`config.mk`:
```
export PLATFORM = sky130hd
export DESIGN_NAME = hyper_ctrl_top
export DESIGN_NICKNAME = d
export VERILOG_FILES = /design/src/source/hyper_pkg.sv /design/src/source/hyper_cfg_regs.sv /design/src/source/hyper_phy_fsm.sv /design/src/source/hyper_rx_capture.sv /design/src/source/hyper_ctrl_top.sv
export SDC_FILE = /design/constraint.sdc
export NUM_CORES = 1
export LEC_CHECK = 0
export ABC_AREA = 1
export BUFFER_PORTS_ARGS = -buffer_cell sky130_fd_sc_hd__buf_2
export CAP_MARGIN = 40
export CORE_MARGIN = 2
export CORE_UTILIZATION = 49
export DETAILED_ROUTE_END_ITERATION = 10
export GPL_ROUTABILITY_DRIVEN = 0
export PLACE_DENSITY = 0.8
export SLEW_MARGIN = 20
export SYNTH_ARGS = -nofsm -noshare
export SYNTH_HDL_FRONTEND = slang
export SYNTH_SLANG_ARGS = --single-unit
```
`constraint.sdc`:
```
create_clock -name sys_clk -period 6 [get_ports sys_clk]
set_input_delay 0.9 -clock sys_clk [delete_from_list [all_inputs] [get_ports sys_clk]]
set_output_delay 0.9 -clock sys_clk [all_outputs]
set_load 0.01 [all_outputs]
```
`src/source/hyper_pkg.sv`:
```
/*
 * Shared types for the HyperBus controller. Widths are fixed here: 16-bit
 * memory words, 32-bit addresses, 4-bit latency in CK cycles (3 to 7 legal).
 */
package hyper_pkg;

    // one memory word and one DQ byte
    typedef logic [15:0] hyper_word_t;
    typedef logic [7:0]  hyper_byte_t;

    // system word address, chip index sits above the chip-local bits
    typedef logic [31:0] hyper_addr_t;

    // initial latency in CK cycles
    typedef logic [3:0]  hyper_lat_t;

    // register bus
    typedef logic [31:0] reg_addr_t;
    typedef logic [31:0] reg_data_t;

    // sequencer states
    typedef enum logic [2:0] {
        IDLE,
        CMD,
        LATENCY,
        WDATA,
        RDATA,
        DONE
    } phy_state_e;

    // register map
    localparam reg_addr_t RegLatencyOffset = 32'h0;
    localparam reg_addr_t RegStatusOffset  = 32'h4;

    // latency after reset
    localparam hyper_lat_t LatencyReset = 4'd6;

endpackage

```
`src/source/hyper_cfg_regs.sv`:
```
/*
 * Register-bus slave. Ready pulses one cycle after valid; the master must
 * drop valid after ready. Latency writes below 3 are raised to 3.
 */
`timescale 1ns/1ps

module hyper_cfg_regs (
    input  logic                  sys_clk,
    input  logic                  rst_i,
    input  logic                  reg_valid_i,
    input  logic                  reg_write_i,
    input  hyper_pkg::reg_addr_t  reg_addr_i,
    input  hyper_pkg::reg_data_t  reg_wdata_i,
    output logic                  reg_ready_o,
    output logic                  reg_error_o,
    output hyper_pkg::reg_data_t  reg_rdata_o,
    input  logic                  busy_i,
    output hyper_pkg::hyper_lat_t latency_o
);

    localparam hyper_pkg::hyper_lat_t LatencyMin = 4'd3;

    logic                  ready_q;
    logic                  error_q;
    hyper_pkg::reg_data_t  rdata_q;
    hyper_pkg::hyper_lat_t latency_q;

    logic                  access;
    logic                  is_latency;
    logic                  is_status;
    hyper_pkg::hyper_lat_t wr_latency;

    // a new access is taken once per valid, the cycle ready is low
    assign access     = reg_valid_i && !ready_q;
    assign is_latency = (reg_addr_i == hyper_pkg::RegLatencyOffset);
    assign is_status  = (reg_addr_i == hyper_pkg::RegStatusOffset);

    // clamp to the smallest latency the memory supports
    assign wr_latency = (reg_wdata_i[3:0] < LatencyMin) ? LatencyMin : reg_wdata_i[3:0];

    always_ff @(posedge sys_clk) begin
        if (rst_i) begin
            ready_q   <= 1'b0;
            error_q   <= 1'b0;
            latency_q <= hyper_pkg::LatencyReset;
        end else begin
            ready_q <= access;
            error_q <= 1'b0;
            if (access) begin
                if (is_latency) begin
                    if (reg_write_i) begin
                        latency_q <= wr_latency;
                    end
                end else if (is_status) begin
                    // busy is read-only
                    error_q <= reg_write_i;
                end else begin
                    error_q <= 1'b1;
                end
            end
        end
    end

    always_ff @(posedge sys_clk) begin
        if (access) begin
            if (is_latency) begin
                rdata_q <= hyper_pkg::reg_data_t'(latency_q);
            end else if (is_status) begin
                rdata_q <= hyper_pkg::reg_data_t'(busy_i);
            end else begin
                rdata_q <= '0;
            end
        end
    end

    assign reg_ready_o = ready_q;
    assign reg_error_o = error_q;
    assign reg_rdata_o = rdata_q;
    assign latency_o   = latency_q;

    // every ready answers a valid seen the cycle before
    a_ready_needs_valid : assert property (
        @(posedge sys_clk) disable iff (rst_i)
        $rose(reg_ready_o) |-> $past(reg_valid_i)
    );

endmodule

```
`src/source/hyper_phy_fsm.sv`:
```
/*
 * HyperBus sequencer for single 16-bit words. One byte per sys_clk; CK is
 * toggled on the falling sys_clk edge so it lands mid-byte. No latency
 * doubling and no write masking. A read waits for the memory without limit.
 */
`timescale 1ns/1ps

module hyper_phy_fsm #(
    parameter int unsigned NumChips      = 2,
    parameter int unsigned ChipAddrWidth = 10
) (
    input  logic                   sys_clk,
    input  logic                   rst_i,
    input  logic                   mem_req_valid_i,
    input  logic                   mem_req_write_i,
    input  hyper_pkg::hyper_addr_t mem_req_addr_i,
    input  hyper_pkg::hyper_word_t mem_req_wdata_i,
    output logic                   mem_req_ready_o,
    output logic                   mem_rsp_valid_o,
    output hyper_pkg::hyper_word_t mem_rsp_rdata_o,
    input  hyper_pkg::hyper_lat_t  latency_i,
    input  logic                   rx_word_valid_i,
    input  hyper_pkg::hyper_word_t rx_word_i,
    output logic                   rx_enable_o,
    output logic [NumChips-1:0]    hyper_cs_no,
    output logic                   hyper_ck_o,
    output logic                   hyper_ck_no,
    output hyper_pkg::hyper_byte_t hyper_dq_o,
    output logic                   hyper_dq_oe_o,
    output logic                   hyper_rwds_o,
    output logic                   hyper_rwds_oe_o,
    output logic                   hyper_reset_no
);

    localparam int unsigned ChipSelWidth = (NumChips > 1) ? $clog2(NumChips) : 1;
    localparam int unsigned CmdBytes     = 6;
    localparam int unsigned CntWidth     = 5;

    hyper_pkg::phy_state_e  state_q;
    hyper_pkg::phy_state_e  state_d;
    logic [CntWidth-1:0]    cnt_q;
    logic [CntWidth-1:0]    cnt_d;
    logic [47:0]            sr_q;
    logic                   write_q;
    hyper_pkg::hyper_word_t wdata_q;
    hyper_pkg::hyper_lat_t  lat_q;
    logic [ChipSelWidth-1:0] chip_q;
    hyper_pkg::hyper_word_t rdata_q;
    logic                   ck_q;

    logic                   accept;
    logic                   active;
    hyper_pkg::hyper_addr_t local_addr;
    logic [47:0]            ca_word;
    logic [CntWidth-1:0]    lat_last;

    assign accept     = (state_q == hyper_pkg::IDLE) && mem_req_valid_i;
    assign local_addr = hyper_pkg::hyper_addr_t'(mem_req_addr_i[ChipAddrWidth-1:0]);

    // read flag, memory space, linear burst, then the split address
    assign ca_word = {!mem_req_write_i, 1'b0, 1'b1, local_addr[31:3], 13'd0, local_addr[2:0]};

    // two bytes per CK cycle of latency
    assign lat_last = {lat_q, 1'b0} - 1'b1;

    always_comb begin
        state_d = state_q;
        cnt_d   = cnt_q + 1'b1;
        unique case (state_q)
            hyper_pkg::IDLE: begin
                cnt_d = '0;
                if (mem_req_valid_i) begin
                    state_d = hyper_pkg::CMD;
                end
            end
            hyper_pkg::CMD: begin
                if (cnt_q == CntWidth'(CmdBytes - 1)) begin
                    state_d = hyper_pkg::LATENCY;
                    cnt_d   = '0;
                end
            end
            hyper_pkg::LATENCY: begin
                if (cnt_q == lat_last) begin
                    state_d = write_q ? hyper_pkg::WDATA : hyper_pkg::RDATA;
                    cnt_d   = '0;
                end
            end
            hyper_pkg::WDATA: begin
                if (cnt_q == CntWidth'(1)) begin
                    state_d = hyper_pkg::DONE;
                end
            end
            hyper_pkg::RDATA: begin
                cnt_d = '0;
                if (rx_word_valid_i) begin
                    state_d = hyper_pkg::DONE;
                end
            end
            hyper_pkg::DONE: state_d = hyper_pkg::IDLE;
            default: state_d = hyper_pkg::IDLE;
        endcase
    end

    always_ff @(posedge sys_clk) begin
        if (rst_i) begin
            state_q <= hyper_pkg::IDLE;
            cnt_q   <= '0;
        end else begin
            state_q <= state_d;
            cnt_q   <= cnt_d;
        end
    end

    // request capture and the outgoing byte shifter
    always_ff @(posedge sys_clk) begin
        if (accept) begin
            sr_q    <= ca_word;
            write_q <= mem_req_write_i;
            wdata_q <= mem_req_wdata_i;
            lat_q   <= latency_i;
            chip_q  <= mem_req_addr_i[ChipAddrWidth +: ChipSelWidth];
        end else if (state_q == hyper_pkg::LATENCY && state_d == hyper_pkg::WDATA) begin
            sr_q <= {wdata_q, 32'h0};
        end else if (state_q == hyper_pkg::CMD || state_q == hyper_pkg::WDATA) begin
            sr_q <= {sr_q[39:0], 8'h00};
        end
    end

    always_ff @(posedge sys_clk) begin
        if (state_q == hyper_pkg::RDATA && rx_word_valid_i) begin
            rdata_q <= rx_word_i;
        end
    end

    assign active = (state_q == hyper_pkg::CMD) || (state_q == hyper_pkg::LATENCY) ||
                    (state_q == hyper_pkg::WDATA) || (state_q == hyper_pkg::RDATA);

    // falling edge, so each CK edge sits in the middle of a byte
    always_ff @(negedge sys_clk) begin
        if (rst_i) begin
            ck_q <= 1'b0;
        end else if (active) begin
            ck_q <= ~ck_q;
        end else begin
            ck_q <= 1'b0;
        end
    end

    always_comb begin
        for (int i = 0; i < NumChips; i++) begin
            hyper_cs_no[i] = !(active && (chip_q == ChipSelWidth'(i)));
        end
    end

    assign hyper_ck_o      = ck_q;
    assign hyper_ck_no     = ~ck_q;
    assign hyper_dq_o      = sr_q[47:40];
    assign hyper_dq_oe_o   = (state_q == hyper_pkg::CMD) || (state_q == hyper_pkg::WDATA);
    // mask held low, both bytes always written
    assign hyper_rwds_o    = 1'b0;
    assign hyper_rwds_oe_o = (state_q == hyper_pkg::WDATA);
    assign hyper_reset_no  = !rst_i;

    assign mem_req_ready_o = (state_q == hyper_pkg::IDLE);
    assign mem_rsp_valid_o = (state_q == hyper_pkg::DONE);
    assign mem_rsp_rdata_o = rdata_q;
    assign rx_enable_o     = (state_q == hyper_pkg::RDATA);

    a_one_chip_selected : assert property (
        @(posedge sys_clk) disable iff (rst_i)
        $onehot0(~hyper_cs_no)
    );

    // memory owns DQ and RWDS while the capture block listens
    a_dq_released_in_read : assert property (
        @(posedge sys_clk) disable iff (rst_i)
        rx_enable_o |-> !hyper_dq_oe_o && !hyper_rwds_oe_o
    );

endmodule

```
`src/source/hyper_rx_capture.sv`:
```
/*
 * Read capture on sys_clk. RWDS must hold each level for at least one
 * sys_clk cycle; the first change after enable is taken as the high byte.
 */
`timescale 1ns/1ps

module hyper_rx_capture (
    input  logic                   sys_clk,
    input  logic                   rst_i,
    input  logic                   rx_enable_i,
    input  hyper_pkg::hyper_byte_t hyper_dq_i,
    input  logic                   hyper_rwds_i,
    output logic                   rx_word_valid_o,
    output hyper_pkg::hyper_word_t rx_word_o
);

    logic                   rwds_q;
    logic                   byte_sel_q;
    logic                   valid_q;
    hyper_pkg::hyper_byte_t high_q;
    hyper_pkg::hyper_word_t word_q;
    logic                   strobe;

    // any RWDS change while enabled marks a byte on DQ
    assign strobe = rx_enable_i && (hyper_rwds_i != rwds_q);

    always_ff @(posedge sys_clk) begin
        if (rst_i) begin
            rwds_q     <= 1'b0;
            byte_sel_q <= 1'b0;
            valid_q    <= 1'b0;
        end else begin
            rwds_q  <= hyper_rwds_i;
            valid_q <= strobe && byte_sel_q;
            if (!rx_enable_i) begin
                byte_sel_q <= 1'b0;
            end else if (strobe) begin
                byte_sel_q <= ~byte_sel_q;
            end
        end
    end

    always_ff @(posedge sys_clk) begin
        if (strobe && !byte_sel_q) begin
            high_q <= hyper_dq_i;
        end
        if (strobe && byte_sel_q) begin
            word_q <= {high_q, hyper_dq_i};
        end
    end

    assign rx_word_valid_o = valid_q;
    assign rx_word_o       = word_q;

    // sequencer keeps enable up until it has taken the word
    a_valid_while_enabled : assert property (
        @(posedge sys_clk) disable iff (rst_i)
        rx_word_valid_o |-> rx_enable_i
    );

endmodule

```
`src/source/hyper_ctrl_top.sv`:
```
/*
 * HyperBus controller, single-word requests only, one transfer in flight.
 * Chip select comes from the address bits above ChipAddrWidth.
 */
`timescale 1ns/1ps

module hyper_ctrl_top #(
    parameter int unsigned NumChips      = 2,
    parameter int unsigned ChipAddrWidth = 10
) (
    input  logic                   sys_clk,
    input  logic                   rst_i,
    // register bus
    input  logic                   reg_valid_i,
    input  logic                   reg_write_i,
    input  hyper_pkg::reg_addr_t   reg_addr_i,
    input  hyper_pkg::reg_data_t   reg_wdata_i,
    output logic                   reg_ready_o,
    output logic                   reg_error_o,
    output hyper_pkg::reg_data_t   reg_rdata_o,
    // request port
    input  logic                   mem_req_valid_i,
    input  logic                   mem_req_write_i,
    input  hyper_pkg::hyper_addr_t mem_req_addr_i,
    input  hyper_pkg::hyper_word_t mem_req_wdata_i,
    output logic                   mem_req_ready_o,
    output logic                   mem_rsp_valid_o,
    output hyper_pkg::hyper_word_t mem_rsp_rdata_o,
    // HyperBus pins
    output logic [NumChips-1:0]    hyper_cs_no,
    output logic                   hyper_ck_o,
    output logic                   hyper_ck_no,
    output hyper_pkg::hyper_byte_t hyper_dq_o,
    input  hyper_pkg::hyper_byte_t hyper_dq_i,
    output logic                   hyper_dq_oe_o,
    output logic                   hyper_rwds_o,
    input  logic                   hyper_rwds_i,
    output logic                   hyper_rwds_oe_o,
    output logic                   hyper_reset_no
);

    hyper_pkg::hyper_lat_t  latency;
    logic                   rx_enable;
    logic                   rx_word_valid;
    hyper_pkg::hyper_word_t rx_word;

    hyper_cfg_regs i_hyper_cfg_regs (
        .sys_clk     ( sys_clk          ),
        .rst_i       ( rst_i            ),
        .reg_valid_i ( reg_valid_i      ),
        .reg_write_i ( reg_write_i      ),
        .reg_addr_i  ( reg_addr_i       ),
        .reg_wdata_i ( reg_wdata_i      ),
        .reg_ready_o ( reg_ready_o      ),
        .reg_error_o ( reg_error_o      ),
        .reg_rdata_o ( reg_rdata_o      ),
        // busy whenever the sequencer is not idle
        .busy_i      ( !mem_req_ready_o ),
        .latency_o   ( latency          )
    );

    hyper_phy_fsm #(
        .NumChips      ( NumChips      ),
        .ChipAddrWidth ( ChipAddrWidth )
    ) i_hyper_phy_fsm (
        .sys_clk         ( sys_clk         ),
        .rst_i           ( rst_i           ),
        .mem_req_valid_i ( mem_req_valid_i ),
        .mem_req_write_i ( mem_req_write_i ),
        .mem_req_addr_i  ( mem_req_addr_i  ),
        .mem_req_wdata_i ( mem_req_wdata_i ),
        .mem_req_ready_o ( mem_req_ready_o ),
        .mem_rsp_valid_o ( mem_rsp_valid_o ),
        .mem_rsp_rdata_o ( mem_rsp_rdata_o ),
        .latency_i       ( latency         ),
        .rx_word_valid_i ( rx_word_valid   ),
        .rx_word_i       ( rx_word         ),
        .rx_enable_o     ( rx_enable       ),
        .hyper_cs_no     ( hyper_cs_no     ),
        .hyper_ck_o      ( hyper_ck_o      ),
        .hyper_ck_no     ( hyper_ck_no     ),
        .hyper_dq_o      ( hyper_dq_o      ),
        .hyper_dq_oe_o   ( hyper_dq_oe_o   ),
        .hyper_rwds_o    ( hyper_rwds_o    ),
        .hyper_rwds_oe_o ( hyper_rwds_oe_o ),
        .hyper_reset_no  ( hyper_reset_no  )
    );

    hyper_rx_capture i_hyper_rx_capture (
        .sys_clk         ( sys_clk       ),
        .rst_i           ( rst_i         ),
        .rx_enable_i     ( rx_enable     ),
        .hyper_dq_i      ( hyper_dq_i    ),
        .hyper_rwds_i    ( hyper_rwds_i  ),
        .rx_word_valid_o ( rx_word_valid ),
        .rx_word_o       ( rx_word       )
    );

endmodule

```
## Yosys cells after proc, flatten, opt, wreduce, memory -nomap -nowiden

Index checks and enable logic that the tools add are counted.

| word-level totals | value |
|---|---|
| logic and storage cells | 88 |
| bits of input ports | 127 |
| bits in registers | 148 |
| output and inout bits | 68 |

| cells by class | value |
|---|---|
| add/sub/neg operators | 2 |
| bitwise logic cells | 6 |
| muxes and demuxes | 17 |
| reduce and logical (&&, ||, !) cells | 30 |
| $lt $le $gt $ge | 1 |
| eq/ne operators | 11 |

Operators with widths:

| kind | number |
|---|---|
| 2-to-1 mux 48 bit | 3 |
| == test 32 x 3 -> 1 bit (second input constant) | 1 |
| zero test 32 bit | 1 |
| 2-to-1 mux 3 bit | 6 |
| case mux 3 bit (5 select lines) | 1 |
| case mux 5 bit (3 select lines) | 1 |
| 2-to-1 mux 5 bit | 2 |
| == test 3 x 2 -> 1 bit (second input constant) | 3 |
| logical AND 1 bit | 9 |
| 2-to-1 mux 4 bit | 2 |
| OR reduction 2 bit | 4 |
| zero test 1 bit | 7 |
| == test 3 bit (second input constant) | 2 |
| NOT 1 bit | 6 |
| adder 5 x 1 -> 5 bit (second input constant) | 1 |
| == test 5 x 1 -> 1 bit (second input constant) | 1 |
| == test 5 x 3 -> 1 bit (second input constant) | 1 |
| == test 5 bit | 1 |
| subtractor 5 x 1 -> 5 bit (second input constant) | 1 |
| logical OR 1 bit | 4 |
| < comparator 4 x 2 -> 1 bit (second input constant) | 1 |
| == test 3 x 1 -> 1 bit (second input constant) | 1 |
| zero test 3 bit | 1 |
| AND reduction 3 bit | 1 |
| 5 further kinds | 6 |

## Depth between registers and ports, before layout

Gate-level depths: netlist of the first run.

| depth | value |
|---|---|
| depth in word-level cells | 8 |
| mapped depth | 13 |
| depth with buffers taken out | 13 |

## Modules after synthesis

Synthesis of the first run repeated with hierarchy kept, for this count alone.

| second synthesis, totals | value |
|---|---|
| cells, all modules | 494 |
| area total of the unflattened synthesis | 5058.6 um2 |

Modules (own cells, without submodules):

| module | instances | area each (um2) | cells each | seq. area each (um2) |
|---|---|---|---|---|
| hyper_phy_fsm | 1 | 3422.0 | 338 | 2152.1 |
| hyper_rx_capture | 1 | 853.3 | 45 | 780.7 |
| hyper_cfg_regs | 1 | 779.5 | 110 | 240.2 |
| hyper_ctrl_top | 1 | 3.8 | 1 | 0.0 |

==> metrics.txt, run 1 <==
result of the run=finished, final reports clean; Cell Rows=37; cell with the most instances after synthesis=nand2_1; Cell Chain, Critical Path=inv_1 -> buf_2; half-perimeter wire length after detailed placement=between 6000 and 7000 um; total of flip-flops plus latches after synthesis=between 100 and 150; I/O pin cnt=195; Overall Global Routing Usage=0.1794; detailed-route DRC error count=0; H-tree level count=4; cell leakage power=~2.7 nW; total of buffers placed on input and output ports=around 120; layout cell share with drive strength beyond 1=0.2591; path type of the worst min-delay path=flop to flop; full die area=11120 sq um; combined buffer and inverter count along the critical path=2; clock tree buffer depth=2; GR Overflow Total=0; final setup fails=0; RSZ-0062 raised after global routing=no; detailed-router iteration count before antenna repair=4; synthesized instance count=504; via count of the first global-routing pass=3568; post-detailed-route via-to-cell ratio=4.704; critical path's slowest cell=dfxtp_1; Yosys warnings=0; post-synthesis cell type with the largest combined area=edfxtp_1; EDFF count, synth=77; Cell Count Post-Placement=between 700 and 800; portion of the post-synthesis area used by sequential elements=0.6293; Peak supply drop=0.0002250 V; delay of the slowest critical-path stage=~0.36 ns; share of synthesized flip-flops with an asynchronous set or reset=0; post-synth top area share=0.4586; startpoint type of the worst setup path=flop; final clock skew=about 0.024 ns; type of destination of the critical path=primary output; First DRT Iteration DRCs=~130; arrival time of data at the critical path endpoint=4.04 ns; n_diodes=0; Post-Synthesis Cell Area=between 5000 and 6000 sq um; Clk Latency, worst-skew pair=0.51 ns; critical path class=flop to primary output; areal power density over the cells=about 330 nW/um^2; list of most frequent post-synthesis cells=115 x nand2_1, 77 x edfxtp_1, 62 x nor2_1, 57 x inv_1, 43 x dfxtp_1; synth-to-layout area growth=20.89%; setup tns final=0 ns; Layout Cells excl Fill=between 700 and 800; Fill cells=a little over 800; starting density of the core=0.4973; clock-pin slew reported for the worst setup and hold paths after clock tree synthesis=around 0.06 ns; number of hold-repair buffers added at the cts stage=0; clock root cell=clkbuf_8; Unique masters post-synth=33; number of nets in the final layout=between 700 and 800; clock tree from TritonCTS=built; maximum fanout encountered on the critical timing path=3; Routed Antenna Nets=0; pin count of the biggest net entering global routing=34; mean post-synth cell area=roughly 10 sq um; number of setup buffers added after CTS=0; Core ar.=a little over 10000 sq um; antenna violations before repair=0; first-pass GRT wire length=about 16000 um; clock sink count=120; slew at the pin closest to its max-slew limit=~0.7 ns; primary flip-flop cell chosen by synthesis mapping=edfxtp_1; required time of the critical path=5.10 ns; Max-Cap Viols=0; Routed WL=between 9000 and 10000 um; final hold viol count=0; Gates resized, CTS repair=0; final number of max-transition violations=0; Num CTS Buffers=17; CP delay by family, top=flip-flops; die extent in x=roughly 110 um; final routed wire length divided by cell count=12.26 um; cell types with the largest area share after synthesis=edfxtp_1 46%, dfxtp_1 17%, nand2_1 8.6%; Slew Limit Headroom=0.5400; routed vias=around 3600; die span in y=roughly 110 um
## logic make-up (layout without fill, tap and decap cells)
logic type,Yosys count,count (layout),share of synthesized area
AND/OR/NAND/NOR,224,224,0.1871
flip-flops,120,120,0.6293
buffers and inverters,108,209,0.1201
AO/OA/AOI/OAI,45,45,0.05012
adder cells (fa/ha/maj),3,3,0.007445
XOR/XNOR,3,3,0.005212
other,1,29,0.0007437
## where the power goes
part | total [W] | internal [W] | switching [W]
Sequential | 0.000941 | 0.000923 | 0.0000179
Combinational | 0.000146 | 0.0000523 | 0.0000938
Clock | 0.000952 | 0.000535 | 0.000417
## metrics by stage
step / hold slack (ns) / instance area [sq um] / setup slack (ns) / utilization / power [W]
final: 0.4176 / 6096 / 1.064 / 0.6013 / 0.002039
after global routing: 0.4234 / 6096 / 0.9996 / 0.6013 / 0.002114
after CTS: 0.4190 / 6096 / 1.037 / 0.6013 / 0.002056
after detailed placement: 0.4045 / 5525 / 1.558 / 0.5450 / 0.001106
after floorplan: 0.4003 / 5147 / 1.637 / - / 0.001070
after global placement: 0.4007 / 5525 / 1.571 / 0.5450 / 0.001098
## sequential cells by signal (all words and copies together) (netlist names), 3 cells and up
name	flops
i_hyper_phy_fsm.mem_rsp_rdata_o	16
i_hyper_phy_fsm.cnt_q	5
i_hyper_phy_fsm.wdata_q	16
i_hyper_phy_fsm.state_q	3
i_hyper_cfg_regs.reg_rdata_o	4
i_hyper_phy_fsm.lat_q	4
i_hyper_phy_fsm.sr_q	36
i_hyper_rx_capture.high_q	8
i_hyper_rx_capture.rx_word_o	16
i_hyper_cfg_regs.latency_o	4
## worst reg2reg max path, cell delays in order, from the launching register on
cell,delay [ns]
dfxtp_1,0.41
inv_1,0.11
nand3_1,0.12
inv_1,0.20
nor3_1,0.33
nor3_1,0.07
## layer usage
metal  global-route usage  vias to the layer above  routed length [um]
li1                     -                     1811                   -
met3              0.05875                       28                 506
met1               0.1897                     1652                3754
met4              0.07143                        0                 229
met2               0.3272                      126                4935
met5                    0                        -                   0
## final timing paths
path | slack (ns) | start | endpoint | cells after the start
min reg2reg | 0.42 | i_hyper_rx_capture.high_q[0] | i_hyper_rx_capture.rx_word_o[8] | 0
max | 1.06 | i_hyper_phy_fsm.hyper_ck_o | hyper_ck_no | 2
min | 0.42 | i_hyper_rx_capture.high_q[0] | i_hyper_rx_capture.rx_word_o[8] | 0
max reg2reg | 1.60 | i_hyper_phy_fsm.state_q[2] | i_hyper_phy_fsm.hyper_ck_o | 5
## placed cells by master, fill, tap and decap left out
master / n
o211a_1: 1
a21oi_2: 1
buf_4: 1
o211ai_1: 2
buf_2: 116
o21ai_0: 15
clkinv_4: 1
conb_1: 29
clkinvlp_4: 2
o22ai_1: 1
nor3b_1: 1
inv_1: 56
or2_2: 4
dfxtp_1: 43
nor2_2: 4
clkinv_8: 2
nor4_1: 1
ha_1: 3
nor2_1: 62
nand2_2: 1
nand4_4: 1
nor3_1: 5
nand4_1: 10
edfxtp_1: 77
a21boi_0: 4
a21oi_1: 19
clkbuf_8: 1
nand3_1: 20
inv_2: 4
inv_8: 5
xnor2_1: 1
inv_6: 5
a31oi_1: 2
clkbuf_16: 16
xor2_1: 2
nand2_1: 115
## area by class of cell
cell class / instances / area (sq um) / area share
flip-flops and latches: 120 / 3173 / 0.5205
multi-input cells: 304 / 1369 / 0.2245
repair buffers: 117 / 588.1 / 0.09647
clock buffers: 17 / 414.1 / 0.06794
inverters: 59 / 221.5 / 0.03633
well taps: 136 / 170.2 / 0.02791
clock inverters: 16 / 160.2 / 0.02627
Note: power is estimated with default switching activity, not from simulation.
==> inputs of run 2 (changes only) <==
ABC_AREA = 0   (was 1)
CORE_UTILIZATION = 48   (was 49)
PLACE_DENSITY = 0.79   (was 0.8)
clock period = 4.6 ns   (was 6 ns; I/O delays follow)
==> run 2 against run 1 <==
Compared with the run above: global-route usage down 0.50 points; largest cell class unchanged; clock power up 21%; combinational power up 5%; critical endpoint unchanged.
==> metrics.txt, run 2 <==
combinational cell fraction of total power=0.061; area of all sequential standard cells=roughly 3200 sq um; post-detailed-route via-to-cell ratio=approximately 5.0; startpoint type of the worst setup path=flop; First DRT Iteration DRCs=~160; Cell Chain, Critical Path=inv_1 -> buf_2; Post-Synthesis Cell Area=around 4800 sq um; slew at the pin closest to its max-slew limit=approximately 0.81 ns; RSZ-0062 raised after global routing=no; total of flip-flops plus latches after synthesis=120; total of buffers placed on input and output ports=between 100 and 150; final hold viol count=0; final setup fails=0; final clock skew=0.02538 ns; Slew Limit Headroom=0.4597; Num CTS Buffers=17; clock sink count=120; cell depth of the worst hold path=1; critical path's slowest cell=dfxtp_1; worst setup margin=between 0.5 and 0.6 ns; combined buffer and inverter count along the critical path=2; Largest register FFs=36; Synth Area in Simple Gates=0.1321; sw frac=0.2387; primary flip-flop cell chosen by synthesis mapping=edfxtp_1; commonest cells after routing, fill and taps aside=116 x buf_2, 77 x edfxtp_1, 43 x dfxtp_1; required time of the critical path=3.91 ns; Core ar.=around 9800 sq um; EDFF count, synth=77; portion of the post-synthesis area used by sequential elements=0.6543; mean post-synth cell area=between 10 and 15 sq um; worst slack after detailed placement=a little under 0.9 ns; Clk Latency, worst-skew pair=0.52 ns; delay of the slowest critical-path stage=roughly 0.30 ns; layout cell share with drive strength beyond 1=0.3118; critical path class=flop to primary output; maximum fanout encountered on the critical timing path=2; Cell Rows=36; routed vias=between 3000 and 4000; number of setup buffers added after CTS=0; arrival time of data at the critical path endpoint=3.31 ns; post-synthesis cell type with the largest combined area=edfxtp_1; type of destination of the critical path=primary output; Yosys warnings=0; multi-input gate area in the final layout=between 1000 and 1500 sq um; path depth of the worst reg2reg path=3; Pint=~0.0019 W; half-perimeter wire length after detailed placement=between 6000 and 7000 um; critical path depth in cells=2; GR Overflow Total=0; synthesized instance count=around 380; Overall Global Routing Usage=0.1744; antenna violations before repair=0; final number of max-transition violations=0; full die area=10920 sq um; pin count of the biggest net entering global routing=27; result of the run=finished, final reports clean; n_diodes=0; Peak supply drop=0.0003130 V; Fill cells=about 800; list of most frequent post-synthesis cells=77 x edfxtp_1, 43 x dfxtp_1, 40 x nand2_1, 38 x buf_4, 19 x a21oi_1; detailed-route DRC error count=0; CP delay by family, top=flip-flops; synthesized-area fraction occupied by ao, oa, aoi and oai cells=0.06140; synth-to-layout area growth=21.34%; starting density of the core=0.4962; Routed WL=roughly 9400 um; cell with the most instances after synthesis=edfxtp_1; Synth Area in XOR/XNOR=0.02270; first-pass GRT wire length=~15000 um; adder-cell area share of the yosys netlist=0.007740; clock root cell=clkbuf_8; multiplexer share of the synthesized area=0.03870; die extent in x=~100 um; clock-pin slew reported for the worst setup and hold paths after clock tree synthesis=~0.060 ns; cell types with the largest area share after synthesis=edfxtp_1 48%, dfxtp_1 18%, buf_4 5.9%; share of total power in sequential cells=0.482; most common library cell in the layout ignoring fill and taps=buf_2; Routed Antenna Nets=0; final routed wire length divided by cell count=14.56 um; number of nets in the final layout=around 630; detailed-router iteration count before antenna repair=4; via count of the first global-routing pass=roughly 3000; Net Sw Power=around 0.00060 W; Gates resized, CTS repair=0; post-synth top area share=0.4768; clock tree buffer depth=2; path type of the worst min-delay path=input port to flop; clock tree from TritonCTS=built; H-tree level count=4; areal power density over the cells=426.2 nW/um^2; cell leakage power=between 2 and 2.5 nW; dominant combinational cell family by area after synthesis=simple AND/OR/NAND/NOR gates; Unique masters post-synth=46; Max-Cap Viols=0; die span in y=104.5 um; number of hold-repair buffers added at the cts stage=0; I/O pin cnt=around 200; Biggest register=i_hyper_phy_fsm.sr_q; power share of the clock group=0.457; share of synthesized flip-flops with an asynchronous set or reset=0; setup tns final=0 ns
[run 2: cell types whose count changed after synthesis, sizes merged, moves of 8 or more]
cell and delta:
mux2i +12, nand2 -76, nor4 +13, nor2 -49
and2 +12, o21ai -15, inv -52, nand3 -14
buf +9, and3 +8, a211oi +9
[run 2: area by class of cell]
| cell class | count | area share |
|---|---|---|
| Tap cell | 133 | 0.02828 |
| Timing Repair Buffer | 120 | 0.1038 |
| Clock buffer | 17 | 0.07038 |
| Clock inverter | 16 | 0.01829 |
| Inverter | 8 | 0.005103 |
| Sequential cell | 120 | 0.5392 |
| Multi-Input combinational cell | 229 | 0.2350 |
[run 2: worst reg2reg max path, cell delays in order (launching register included)]
cell	delay [ns]
dfxtp_1	0.39
nor2_1	0.39
xnor2_1	0.22
and3_1	0.22
[run 2: layer usage]
layer	routed length (um)	track usage	up-vias
met2	4561	0.2824	143
met3	636	0.04950	19
met4	215	0.08301	0
li1	-	-	1552
met5	0	0	-
met1	3946	0.2155	1497
[run 2: worst paths after layout]
check / start / slack [ns] / endpoint
worst max register to register: i_hyper_phy_fsm.state_q[0] / 0.95 / i_hyper_phy_fsm.hyper_ck_o
worst min register to register: i_hyper_rx_capture.rx_word_o[6] / 0.42 / i_hyper_phy_fsm.mem_rsp_rdata_o[6]
worst min-delay path: mem_req_wdata_i[15] / 0.35 / i_hyper_phy_fsm.wdata_q[15]
worst max-delay path: i_hyper_phy_fsm.hyper_ck_o / 0.60 / hyper_ck_no
[run 2: cells by family after synthesis]
kind of cell,Yosys count
xor gates and xnor gates,11
DFF,120
other,1
adders and majority gates,3
buffers and inverters,62
AOI/OAI and AO/OA,43
muxes,18
and+or+nand+nor,125
[run 2: power groups by stage]
stage	Sequential, W	Clock (W)	Combinational (W)
after detailed placement	0.00123	0.00000272	0.000151
after floorplan	0.00123	0.00000272	0.000108
after global routing	0.00121	0.00121	0.000169
after global placement	0.00123	0.00000272	0.000148
after CTS	0.00121	0.00116	0.000153
final	0.00121	0.00115	0.000153
[run 2: through the flow]
stage	hold slack, ns	instance area (sq um)	total power (W)	util	cells
4_1_cts	0.3339	5884	0.002521	0.6020	643
2_1_floorplan	0.4003	4955	0.001336	-	411
3_3_place_gp	0.4006	5366	0.001377	0.5490	611
6_report	0.3473	5884	0.002508	0.6020	643
3_5_place_dp	0.4045	5366	0.001384	0.5490	611
5_1_grt	0.3309	5884	0.002592	0.6020	643
